[config.mk]
export PLATFORM = sky130hd
export DESIGN_NAME = rvCore
export DESIGN_NICKNAME = d
export VERILOG_FILES = /design/src/rtl/rvPkg.sv /design/src/rtl/fetchStage.sv /design/src/rtl/decoder.sv /design/src/rtl/regFile.sv /design/src/rtl/executeStage.sv /design/src/rtl/rvCore.sv
export VERILOG_INCLUDE_DIRS = /design/src /design/src/rtl
export SDC_FILE = /design/constraint.sdc
export NUM_CORES = 2
export LEC_CHECK = 0
export BUFFER_PORTS_ARGS = -buffer_cell sky130_fd_sc_hd__buf_2
export CAP_MARGIN = 10
export CORE_ASPECT_RATIO = 0.75
export CORE_UTILIZATION = 47
export DETAILED_ROUTE_END_ITERATION = 8
export PLACE_DENSITY = 0.68
export SETUP_SLACK_MARGIN = 0.15
export SLEW_MARGIN = 10
export SYNTH_ARGS = -nofsm -noshare
export SYNTH_HDL_FRONTEND = slang
export SYNTH_SLANG_ARGS = --single-unit
[constraint.sdc]
create_clock -name clk -period 5.45 [get_ports clk]
set_input_delay 0.2725 -clock clk [delete_from_list [all_inputs] [get_ports clk]]
set_output_delay 0.2725 -clock clk [all_outputs]
set_load 0.05 [all_outputs]
[src/rtl/rvCore_defs.svh]
////////////////////////////////////////////////////////////
// global sizes and constants of the RV32I core
// data width, reset PC, register count and bubble encoding
////////////////////////////////////////////////////////////

`ifndef RVCORE_DEFS_SVH
`define RVCORE_DEFS_SVH

// data and address width
`define XLEN 32

// first fetch address after reset
`define PcReset 32'h0000_0000

// architectural integer registers
`define RegCount 32

// addi x0, x0, 0 marks a bubble
`define NopInstr 32'h0000_0013

`endif

[src/rtl/rvPkg.sv]
////////////////////////////////////////////////////////////
// shared types of the RV32I core
// instruction views, ALU ops and pipeline records
////////////////////////////////////////////////////////////

`default_nettype none

`include "rvCore_defs.svh"

package rvPkg;

  typedef struct packed {
    logic [6:0] funct7;
    logic [4:0] rs2;
    logic [4:0] rs1;
    logic [2:0] funct3;
    logic [4:0] rd;
    logic [6:0] opcode;
  } rTypeT;

  typedef struct packed {
    logic [11:0] imm12;
    logic [4:0]  rs1;
    logic [2:0]  funct3;
    logic [4:0]  rd;
    logic [6:0]  opcode;
  } iTypeT;

  // one instruction word, read as R or I format
  typedef union packed {
    rTypeT rType;
    iTypeT iType;
  } instrU;

  typedef enum logic [2:0] {
    AluAdd,
    AluSub,
    AluAnd,
    AluOr,
    AluXor,
    AluSlt,
    AluPassB,
    AluCmpEq
  } aluOpE;

  typedef struct packed {
    aluOpE aluOp;
    logic  useImm;
    logic  regWen;
    logic  isBranch;
    logic  branchNe;
    logic  isJal;
    logic  isLui;
    logic  illegal;
    logic  isEbreak;
  } ctrlT;

  typedef struct packed {
    logic              valid;
    logic [`XLEN-1:0]  pc;
    instrU             instr;
  } ifIdT;

  // rs1/rs2 ride along so execute can match them for forwarding
  typedef struct packed {
    logic              valid;
    logic [`XLEN-1:0]  pc;
    ctrlT              ctrl;
    logic [4:0]        rd;
    logic [4:0]        rs1;
    logic [4:0]        rs2;
    logic [`XLEN-1:0]  rs1Data;
    logic [`XLEN-1:0]  rs2Data;
    logic [`XLEN-1:0]  imm;
  } idExT;

  typedef struct packed {
    logic              valid;
    logic [`XLEN-1:0]  pc;
    logic [4:0]        rd;
    logic [`XLEN-1:0]  wdata;
    logic              wen;
    logic              illegal;
  } retireT;

  typedef struct packed {
    logic              taken;
    logic [`XLEN-1:0]  target;
  } redirectT;

endpackage

`default_nettype wire

[src/rtl/fetchStage.sv]
////////////////////////////////////////////////////////////
// fetch stage
// PC register, next-PC select, halt flag, IF/ID register
////////////////////////////////////////////////////////////

`timescale 1ns/1ps
`default_nettype none

`include "rvCore_defs.svh"

module fetchStage
  import rvPkg::*;
(
  input  wire logic             clk,
  input  wire logic             arstN,
  input  wire logic [`XLEN-1:0] imemData,
  input  wire redirectT         redirect,
  input  wire logic             haltReq,
  output logic [`XLEN-1:0]      imemAddr,
  output ifIdT                  ifId,
  output logic                  halted
);

  logic [`XLEN-1:0] pcQ;
  logic [`XLEN-1:0] pcNext;
  logic             stopFetch;

  assign imemAddr  = pcQ;
  // PC freezes from the EBREAK cycle on
  assign stopFetch = haltReq || halted;

  always_comb begin
    if (redirect.taken) begin
      pcNext = redirect.target;
    end else if (stopFetch) begin
      pcNext = pcQ;
    end else begin
      pcNext = pcQ + 4;
    end
  end

  always_ff @(posedge clk or negedge arstN) begin
    if (!arstN) begin
      pcQ        <= `PcReset;
      halted     <= 1'b0;
      ifId.valid <= 1'b0;
      ifId.pc    <= `PcReset;
      ifId.instr <= `NopInstr;
    end else begin
      pcQ     <= pcNext;
      halted  <= halted || haltReq;
      ifId.pc <= pcQ;
      // younger word is dropped on redirect or halt
      if (redirect.taken || stopFetch) begin
        ifId.valid <= 1'b0;
        ifId.instr <= `NopInstr;
      end else begin
        ifId.valid <= 1'b1;
        ifId.instr <= imemData;
      end
    end
  end

  pcAligned: assert property (@(posedge clk) disable iff (!arstN)
    imemAddr[1:0] == 2'b00);

endmodule

`default_nettype wire

[src/rtl/decoder.sv]
////////////////////////////////////////////////////////////
// instruction decoder for the RV32I subset
// control bits, register indices, immediate select
////////////////////////////////////////////////////////////

`timescale 1ns/1ps
`default_nettype none

`include "rvCore_defs.svh"

module decoder
  import rvPkg::*;
(
  input  wire instrU        instr,
  output ctrlT              ctrl,
  output logic [4:0]        rs1,
  output logic [4:0]        rs2,
  output logic [4:0]        rd,
  output logic [`XLEN-1:0]  imm
);

  localparam logic [6:0] OpImm    = 7'b0010011;
  localparam logic [6:0] OpReg    = 7'b0110011;
  localparam logic [6:0] OpLui    = 7'b0110111;
  localparam logic [6:0] OpBranch = 7'b1100011;
  localparam logic [6:0] OpJal    = 7'b1101111;
  localparam logic [6:0] OpSystem = 7'b1110011;

  rTypeT            r;
  iTypeT            i;
  logic [`XLEN-1:0] iImm;
  logic [`XLEN-1:0] bImm;
  logic [`XLEN-1:0] uImm;
  logic [`XLEN-1:0] jImm;

  assign r   = instr.rType;
  assign i   = instr.iType;
  assign rs1 = r.rs1;
  assign rs2 = r.rs2;
  assign rd  = r.rd;

  // immediates rebuilt from the R-format fields
  assign iImm = {{(`XLEN-12){i.imm12[11]}}, i.imm12};
  assign bImm = {{(`XLEN-12){r.funct7[6]}}, r.rd[0], r.funct7[5:0], r.rd[4:1], 1'b0};
  assign uImm = {r.funct7, r.rs2, r.rs1, r.funct3, 12'd0};
  assign jImm = {{(`XLEN-20){r.funct7[6]}}, r.rs1, r.funct3, r.rs2[0],
                 r.funct7[5:0], r.rs2[4:1], 1'b0};

  always_comb begin
    ctrl       = '0;
    ctrl.aluOp = AluAdd;
    imm        = iImm;
    case (r.opcode)
      OpImm: begin
        // only ADDI
        ctrl.useImm  = 1'b1;
        ctrl.regWen  = (i.funct3 == 3'b000);
        ctrl.illegal = (i.funct3 != 3'b000);
      end
      OpReg: begin
        ctrl.regWen = 1'b1;
        case ({r.funct7, r.funct3})
          {7'b0000000, 3'b000}: ctrl.aluOp = AluAdd;
          {7'b0100000, 3'b000}: ctrl.aluOp = AluSub;
          {7'b0000000, 3'b111}: ctrl.aluOp = AluAnd;
          {7'b0000000, 3'b110}: ctrl.aluOp = AluOr;
          {7'b0000000, 3'b100}: ctrl.aluOp = AluXor;
          {7'b0000000, 3'b010}: ctrl.aluOp = AluSlt;
          default: begin
            ctrl.regWen  = 1'b0;
            ctrl.illegal = 1'b1;
          end
        endcase
      end
      OpLui: begin
        ctrl.aluOp  = AluPassB;
        ctrl.useImm = 1'b1;
        ctrl.regWen = 1'b1;
        ctrl.isLui  = 1'b1;
        imm         = uImm;
      end
      OpBranch: begin
        // BEQ and BNE differ only in funct3 bit 0
        ctrl.aluOp    = AluCmpEq;
        ctrl.isBranch = (r.funct3[2:1] == 2'b00);
        ctrl.branchNe = r.funct3[0];
        ctrl.illegal  = (r.funct3[2:1] != 2'b00);
        imm           = bImm;
      end
      OpJal: begin
        ctrl.regWen = 1'b1;
        ctrl.isJal  = 1'b1;
        imm         = jImm;
      end
      OpSystem: begin
        if (i.imm12 == 12'h001 && i.rs1 == 5'd0 && i.funct3 == 3'b000 && i.rd == 5'd0) begin
          ctrl.isEbreak = 1'b1;
        end else begin
          ctrl.illegal = 1'b1;
        end
      end
      default: ctrl.illegal = 1'b1;
    endcase
  end

endmodule

`default_nettype wire

[src/rtl/regFile.sv]
////////////////////////////////////////////////////////////
// integer register file
// two combinational reads, one clocked write, x0 fixed
////////////////////////////////////////////////////////////

`timescale 1ns/1ps
`default_nettype none

`include "rvCore_defs.svh"

module regFile
  import rvPkg::*;
(
  input  wire logic             clk,
  input  wire logic             arstN,
  input  wire logic [4:0]       rs1,
  input  wire logic [4:0]       rs2,
  input  wire logic             wen,
  input  wire logic [4:0]       rd,
  input  wire logic [`XLEN-1:0] wdata,
  output logic [`XLEN-1:0]      rs1Data,
  output logic [`XLEN-1:0]      rs2Data
);

  logic [`XLEN-1:0] regs [`RegCount];

  assign rs1Data = regs[rs1];
  assign rs2Data = regs[rs2];

  // x0 is cleared at reset and never written
  always_ff @(posedge clk or negedge arstN) begin
    if (!arstN) begin
      for (int idx = 0; idx < `RegCount; idx++) begin
        regs[idx] <= '0;
      end
    end else if (wen && rd != 5'd0) begin
      regs[rd] <= wdata;
    end
  end

  x0ReadsZero: assert property (@(posedge clk) disable iff (!arstN)
    (rs1 == 5'd0 |-> rs1Data == '0) and (rs2 == 5'd0 |-> rs2Data == '0));

endmodule

`default_nettype wire

[src/rtl/executeStage.sv]
////////////////////////////////////////////////////////////
// execute and write-back stage
// ID/EX register, forwarding, ALU, branch resolve, retire
////////////////////////////////////////////////////////////

`timescale 1ns/1ps
`default_nettype none

`include "rvCore_defs.svh"

module executeStage
  import rvPkg::*;
(
  input  wire logic         clk,
  input  wire logic         arstN,
  input  wire idExT         idEx,
  input  wire logic         squash,
  output logic              wen,
  output logic [4:0]        rd,
  output logic [`XLEN-1:0]  wdata,
  output logic [`XLEN-1:0]  fwdRs1,
  output logic [`XLEN-1:0]  fwdRs2,
  output redirectT          redirect,
  output logic              haltReq,
  output retireT            retire
);

  idExT             exQ;
  idExT             entryNext;
  logic [`XLEN-1:0] opB;
  logic [`XLEN-1:0] aluRes;
  logic [`XLEN-1:0] wbData;
  logic             fwdHit1;
  logic             fwdHit2;

  // write port of the regfile
  assign wen   = exQ.valid && exQ.ctrl.regWen;
  assign rd    = exQ.rd;
  assign wdata = wbData;

  // result in flight replaces the stale regfile value
  assign fwdHit1 = wen && exQ.rd != 5'd0 && exQ.rd == idEx.rs1;
  assign fwdHit2 = wen && exQ.rd != 5'd0 && exQ.rd == idEx.rs2;
  assign fwdRs1  = fwdHit1 ? wbData : idEx.rs1Data;
  assign fwdRs2  = fwdHit2 ? wbData : idEx.rs2Data;

  always_comb begin
    entryNext         = idEx;
    entryNext.rs1Data = fwdRs1;
    entryNext.rs2Data = fwdRs2;
    if (redirect.taken || haltReq || squash) begin
      entryNext.valid = 1'b0;
      entryNext.ctrl  = '0;
    end
  end

  always_ff @(posedge clk or negedge arstN) begin
    if (!arstN) begin
      exQ <= '0;
    end else begin
      exQ <= entryNext;
    end
  end

  assign opB = exQ.ctrl.useImm ? exQ.imm : exQ.rs2Data;

  always_comb begin
    case (exQ.ctrl.aluOp)
      AluAdd:   aluRes = exQ.rs1Data + opB;
      AluSub:   aluRes = exQ.rs1Data - opB;
      AluAnd:   aluRes = exQ.rs1Data & opB;
      AluOr:    aluRes = exQ.rs1Data | opB;
      AluXor:   aluRes = exQ.rs1Data ^ opB;
      AluSlt:   aluRes = {{(`XLEN-1){1'b0}}, $signed(exQ.rs1Data) < $signed(opB)};
      AluPassB: aluRes = opB;
      AluCmpEq: aluRes = {{(`XLEN-1){1'b0}}, exQ.rs1Data == opB};
      default:  aluRes = '0;
    endcase
  end

  // link address for JAL, upper immediate for LUI
  assign wbData = exQ.ctrl.isJal ? exQ.pc + 4 :
                  exQ.ctrl.isLui ? exQ.imm : aluRes;

  always_comb begin
    redirect.taken  = exQ.valid && (exQ.ctrl.isJal ||
                      (exQ.ctrl.isBranch && (aluRes[0] ^ exQ.ctrl.branchNe)));
    redirect.target = exQ.pc + exQ.imm;
  end

  assign haltReq = exQ.valid && exQ.ctrl.isEbreak;

  always_comb begin
    retire.valid   = exQ.valid;
    retire.pc      = exQ.pc;
    retire.rd      = exQ.rd;
    retire.wdata   = wbData;
    retire.wen     = wen;
    retire.illegal = exQ.valid && exQ.ctrl.illegal;
  end

  // a taken redirect leaves a bubble behind it in ID/EX
  redirectSquash: assert property (@(posedge clk) disable iff (!arstN)
    redirect.taken |-> exQ.valid ##1 !exQ.valid);

  targetAligned: assert property (@(posedge clk) disable iff (!arstN)
    redirect.taken |-> redirect.target[1:0] == 2'b00);

endmodule

`default_nettype wire

[src/rtl/rvCore.sv]
////////////////////////////////////////////////////////////
// top level of the three-stage RV32I core
// fetch port to instruction memory, retire port out
////////////////////////////////////////////////////////////

`timescale 1ns/1ps
`default_nettype none

`include "rvCore_defs.svh"

module rvCore
  import rvPkg::*;
(
  input  wire logic             clk,
  input  wire logic             arstN,
  input  wire logic [`XLEN-1:0] imemData,
  output logic [`XLEN-1:0]      imemAddr,
  output retireT                retire,
  output logic                  halted
);

  ifIdT             ifId;
  redirectT         redirect;
  logic             haltReq;
  ctrlT             decCtrl;
  logic [4:0]       decRs1;
  logic [4:0]       decRs2;
  logic [4:0]       decRd;
  logic [`XLEN-1:0] decImm;
  logic [`XLEN-1:0] rs1Data;
  logic [`XLEN-1:0] rs2Data;
  logic             wbWen;
  logic [4:0]       wbRd;
  logic [`XLEN-1:0] wbData;
  idExT             idExNext;

  fetchStage fetch_i (
    .clk      (clk),
    .arstN    (arstN),
    .imemData (imemData),
    .redirect (redirect),
    .haltReq  (haltReq),
    .imemAddr (imemAddr),
    .ifId     (ifId),
    .halted   (halted)
  );

  decoder decoder_i (
    .instr (ifId.instr),
    .ctrl  (decCtrl),
    .rs1   (decRs1),
    .rs2   (decRs2),
    .rd    (decRd),
    .imm   (decImm)
  );

  regFile regFile_i (
    .clk     (clk),
    .arstN   (arstN),
    .rs1     (decRs1),
    .rs2     (decRs2),
    .wen     (wbWen),
    .rd      (wbRd),
    .wdata   (wbData),
    .rs1Data (rs1Data),
    .rs2Data (rs2Data)
  );

  // decode results plus raw register reads
  assign idExNext = '{valid: ifId.valid, pc: ifId.pc, ctrl: decCtrl, rd: decRd,
                      rs1: decRs1, rs2: decRs2, rs1Data: rs1Data, rs2Data: rs2Data,
                      imm: decImm};

  executeStage execute_i (
    .clk      (clk),
    .arstN    (arstN),
    .idEx     (idExNext),
    .squash   (halted),
    .wen      (wbWen),
    .rd       (wbRd),
    .wdata    (wbData),
    .fwdRs1   (),
    .fwdRs2   (),
    .redirect (redirect),
    .haltReq  (haltReq),
    .retire   (retire)
  );

endmodule

`default_nettype wire

Yosys cells after proc, flatten, opt, wreduce, memory -nomap -nowiden
Index checks and enable logic that the tools add are counted.
{"block": "word_totals", "regBits": 1267}
{"block": "classes", "n_addsub": 5, "order_cmp": 5, "eq_ne": 23, "muxes": 35, "bitwise": 7, "reduce_logical": 29}
{"operator": "1024-bit bitwise mux", "count": 1}
{"operator": "32-bit 2-to-1 mux", "count": 13}
{"operator": "32-bit binary-select mux with 5-bit select", "count": 2}
{"operator": "32-bit one-hot mux with 8 select lines", "count": 1}
{"operator": "32-bit demux with 5-bit select", "count": 1}
{"operator": "31-bit one-hot mux with 3 select lines", "count": 1}
{"operator": "32-bit by 3-bit adder with 32-bit output, second input constant", "count": 2}
{"operator": "32-bit adder", "count": 2}
{"operator": "32-bit AND", "count": 1}
{"operator": "32-bit equality test", "count": 1}
{"operator": "32-bit < comparator", "count": 1}
{"operator": "32-bit bitwise OR", "count": 1}
{"operator": "32-bit subtractor", "count": 1}
{"operator": "32-bit XOR", "count": 1}
{"operator": "10-bit by 3-bit equality test with 1-bit output, second input constant", "count": 3}
{"operator": "7-bit equality test, second input constant", "count": 3}
{"operator": "6-bit >= comparator, second input constant", "count": 3}
{"operator": "5-bit inverter with 6-bit output", "count": 3}
{"operator": "3-bit one-hot mux with 5 select lines", "count": 1}
{"operator": "7-bit by 6-bit equality test with 1-bit output, second input constant", "count": 2}
{"operator": "12-bit by 1-bit equality test with 1-bit output, second input constant", "count": 1}
{"operator": "3-bit equality test, second input constant", "count": 4}
{"operator": "1-bit logical AND", "count": 12}
{"operator": "11-bit 2-to-1 mux", "count": 1}
{"operator": "24 further kinds", "count": 42}

Longest topological paths before layout
{"block": "depth", "ltp_word": 10, "mapped_depth": 17, "depth_no_buf": 14}

Cells and area by module
From an unflattened synthesis, not the netlist that was laid out.
{"block": "hier_totals", "cells_unflattened": 6883, "area_unflattened_um2": 74954.4}
{"module": "regFile", "n_inst": 1, "cells_each": 4606, "area_each_um2": 55529.5, "seq_area_each_um2": 25624.6}
{"module": "executeStage", "n_inst": 1, "cells_each": 1842, "area_each_um2": 14873.0, "seq_area_each_um2": 3628.5}
{"module": "fetchStage", "n_inst": 1, "cells_each": 313, "area_each_um2": 3741.1, "seq_area_each_um2": 2456.1}
{"module": "decoder", "n_inst": 1, "cells_each": 122, "area_each_um2": 810.8, "seq_area_each_um2": 0.0}

Worst setup path after synthesis
OpenSTA, ideal clock, no wires.
{"block": "synth_path", "path_type": "reg-to-output", "from": "register execute_i.exQ[118] in the netlist's numbering", "to": "output port retire[30] in the netlist's numbering", "arrival_ns": 4.029, "t_required_ns": 5.178, "slack_ns": 1.149, "stages_incl_launch_ff": 17, "path_buffers": 5, "cell_sequence": "dfrtp_1 -> clkbuf_1 -> buf_2 -> buf_2 -> mux2i_1 -> ha_1 -> clkbuf_1 -> and3_1 -> and3_1 -> and2_1 -> a31o_2 -> o31ai_2 -> mux2_2 -> o21ai_0 -> o21ai_1 -> buf_2 -> nand2_1"}
{"element": "start, declared", "line_no": "executeStage.sv:28", "source": "idExT exQ;"}
{"element": "start signal, assigned", "line_no": "executeStage.sv:61", "source": "exQ <= entryNext;"}
{"element": "end, declared", "line_no": "rvCore.sv:18", "source": "output retireT retire,"}

==> impl_summary.md <==
Clocking
TritonCTS built the clock tree. CTS saw ~1300 sinks. In this run, CTS created clock tree buffers numbering 120. The library cell used as clock root buffer is clkbuf_16. After clock tree synthesis, the clock-pin slew on the worst setup and hold paths is 0.06 ns. The clock passes through at most 3 buffers. The CTS H-tree depth is 3.

For the worst-skew pair, the clock arrives at the later sink with an insertion delay of ~0.8 ns.

Logic synthesis
The library cell occupying the most area in the post-synthesis netlist is dfrtp_1. Yosys attributes the largest share of cell area to dfrtp_1 (45%), mux4_2 (16%), o21ai_0 (6.6%). Synthesis handed over a netlist of 6642 instances. The dominant cell by count in the synthesized netlist is dfrtp_1. Synthesis instantiated 94 different standard cells from the library. The average cell area after synthesis is 10.6 um^2.

When the netlist entered floorplanning its net count stood at 6809. The total of warnings raised by yosys is 0. The number of storage elements in the synthesis netlist is 1267. The top flip-flop cell by instance count after synthesis is dfrtp_1. Counting flops with a built-in enable in the synthesized netlist gives 0. The synthesized netlist occupies a cell area of 0.0704 mm^2.

The share of synthesized area in the top cell type comes to 0.449. The async set-reset flop share out of synthesis is 1.00. In the synthesized netlist, the cells that appear most often are dfrtp_1 (1264), nand2_1 (1088), o21ai_0 (922), mux4_2 (505), clkbuf_1 (451). The sequential share of the synthesized area is 0.450.

Placed design
The HPWL after detailed placement is ~160000 um. Port buffering added 138 buffers. The congestion estimate from routability-driven global placement came to 1.00.

The number of placed instances, taps included, is 8323.

Job
The number of max-capacitance violations reported is 0.

Floorplanning
The floorplan step set the die width to 449 um. The die height is 337 um. For this configuration, the core starts out at a cell density of 0.476. The count of pins on the block boundary is 139.

The core region is 0.148 mm^2. In this run the core area contains 122 standard-cell rows. The floorplan step defined a die boundary enclosing 0.151 mm^2.

Drt
The average wire per standard cell is 28.3 um. After detailed routing, the number of vias per cell comes to 6.50. The met2 wire length is 104000 um.

The topmost layer with routed signal wires is met5. After detailed routing, the wire length on met1 is ~100000 um. The DRC violations left is 0.

The count of routing violations after the opening detailed-route iteration is 6880. The total routed wirelength is 243000 um. The routed design uses 28400 um of met3 wire. The first-pass iteration count of the detailed router is 8. The vias after detailed routing is 55868. The detail route stage leaves a number of antenna-violating nets equal to 0.

Setup path
The startpoint identified for the worst register-to-register timing path is execute_i.exQ[118]$_DFF_PN0_. For the worst setup path, the data arrival time is 4.97 ns. The cell type of the slowest stage on the worst timing path is or4_1. The setup path with the least slack is of type flop to output pin. STA puts the critical path data required time at around 5.2 ns. Walking the worst path, the cells encountered are buf_12, mux2_2, inv_1, ha_2, or4_1, nor3_1, o21ai_0, o21bai_1, a311oi_2, a21oi_1, mux2i_1, a32o_1, inv_2, buf_4.

The largest single stage delay on the critical path is ~0.63 ns. STA classifies the critical path startpoint as a flop. The number of cells on the worst reg-to-reg path is 16. The kind of cell adding the most delay to the critical path is compound AO/OA/AOI/OAI gates. In this run the critical register-to-register path is captured at fetch_i.imemAddr[20]$_DFFE_PN0P_. The number of buffers and inverters on the critical path is 4. Of all nets on the critical path, the largest fanout is 16.

The setup slack of the worst register-to-register path is ~0.75 ns. STA classifies the critical path endpoint as an output pin.

Cells and area
The combined flip-flop and latch cell area is 0.0317 mm^2. The total of fill cells in the finished design is 12819. The number of nets in the finished design is 6671. Summing all multi-input logic gate instances after layout gives 0.0359 mm^2. Compared with the post-synthesis result, the final layout area differs by 10.4%. The non-filler instance count after layout is approximately 8600.

In the final layout, the share of cells above drive strength 1 is 0.205.

Timing
The number of slew-limit violations in the final report was 0. The final hold violation count is 0. Setup violations remaining at the end of the flow were counted as 0. The post-route fraction of the period consumed by the critical path is 0.961. Clock skew on the completed layout was measured at between 0.04 and 0.05 ns. The worst path in the final design needs a cycle of 5.24 ns, including I/O delays and setup.

The total negative slack is 0 ns. Setup repair after global routing could not meet its margin everywhere. In this run the tightest slew margin relative to its limit is 0.160. Hold timing on the final database bottoms out at a slack of ~0.063 ns. The maximum clock rate is 191 MHz. For the pin with the worst max-slew slack, the measured transition is 1.26 ns.

Outcome
The run finished with clean final reports.

Global route
The number of global-route vias before repair is 53928. The remaining global-route overflow is 0. The global-route wire length before repair is 361000 um. The initial antenna violation count is 7. In the global route stage, overall resource usage came out at 0.319. Entering global routing, the biggest net connects 164 pins.

Power and ir drop
The static power due to leakage is 33.7 nW. The peak supply drop is 332 uV. The total power density per cell area is 290 mW/mm^2. Total power for the finished layout comes to 22.6 mW.

Hold path
The classification of the worst-slack hold path is input pin to async pin.
[power by group]
group	internal, mW	switching [mW]
combinational	1.13	2.45
sequential	9.72	0.482
clock	4.85	3.93
[cells by family after synthesis]
kind of cell,Yosys count,share of synthesized area
muxes,900,0.221
and+or+nand+nor,1733,0.104
adders and majority gates,133,0.0240
AOI/OAI and AO/OA,1699,0.140
buffers and inverters,795,0.0466
DFF,1267,0.450
xor gates and xnor gates,115,0.0143
[registers in the layout, summed over array words and instances, names as in the netlist]
signal / count
fetch_i.ifId: 65
execute_i.exQ: 107
execute_i.retire: 33
regFile_i.regs: 1024
fetch_i.imemAddr: 32
fetch_i.halted: 1
execute_i.rd: 5
[worst max path at each step]
stage	from	endpoint	slack, ns	cells after the start
6_report	execute_i.exQ[118]$_DFF_PN0_	retire[33]	0.21	14
5_1_grt	execute_i.exQ[118]$_DFF_PN0_	retire[15]	0.04	12
4_1_cts	execute_i.exQ[118]$_DFF_PN0_	retire[27]	0.16	13
3_5_place_dp	execute_i.exQ[118]$_DFF_PN0_	fetch_i.imemAddr[9]$_DFFE_PN0P_	0.59	14
3_3_place_gp	execute_i.exQ[118]$_DFF_PN0_	fetch_i.imemAddr[11]$_DFFE_PN0P_	0.68	14
2_1_floorplan	execute_i.exQ[118]$_DFF_PN0_	retire[30]	1.15	16
[per-stage QoR]
stage                     area [um^2]  utilization  setup WS [ns]
after global routing            77700        0.525         0.0369
after detailed placement        73000        0.493          0.586
final                           77700        0.525          0.212
after floorplan                 70400            -           1.15
after global placement          73000        0.493          0.679
after CTS                       77500        0.524          0.157
[routing by layer]
metal,up-vias,track usage
li1,23684,-
met1,28325,0.456
met2,3272,0.456
met3,583,0.0922
met4,4,0.131
met5,-,0
[cell type report]
type,count,area share
tap,1984,0.0319
antenna,5,0.000161
clock buffer,178,0.0457
inverter,162,0.00782
multi-input combinational,4580,0.462
timing repair buffer,373,0.0377
sequential,1267,0.408
clock inverter,43,0.00653
[placed cells by master, fill, tap and decap left out, types with 155 or more instances in the layout]
master and n:
nor2_1 266, mux2i_1 220, o21ai_0 920, inv_1 158, mux4_2 505, dfrtp_1 1251
nand2_1 1059, mux2_2 155, buf_4 174, a21oi_1 239
[timing repair]
action,4_1_cts,5_1_grt
resized for setup,16,29
pin swaps,3,4
gates cloned,0,1
endpoints found under the setup margin,8,19
hold buffers,33,0
setup buffers,3,6
hold endpoints to repair,121,0
Note: power is estimated with default switching activity, not from simulation.
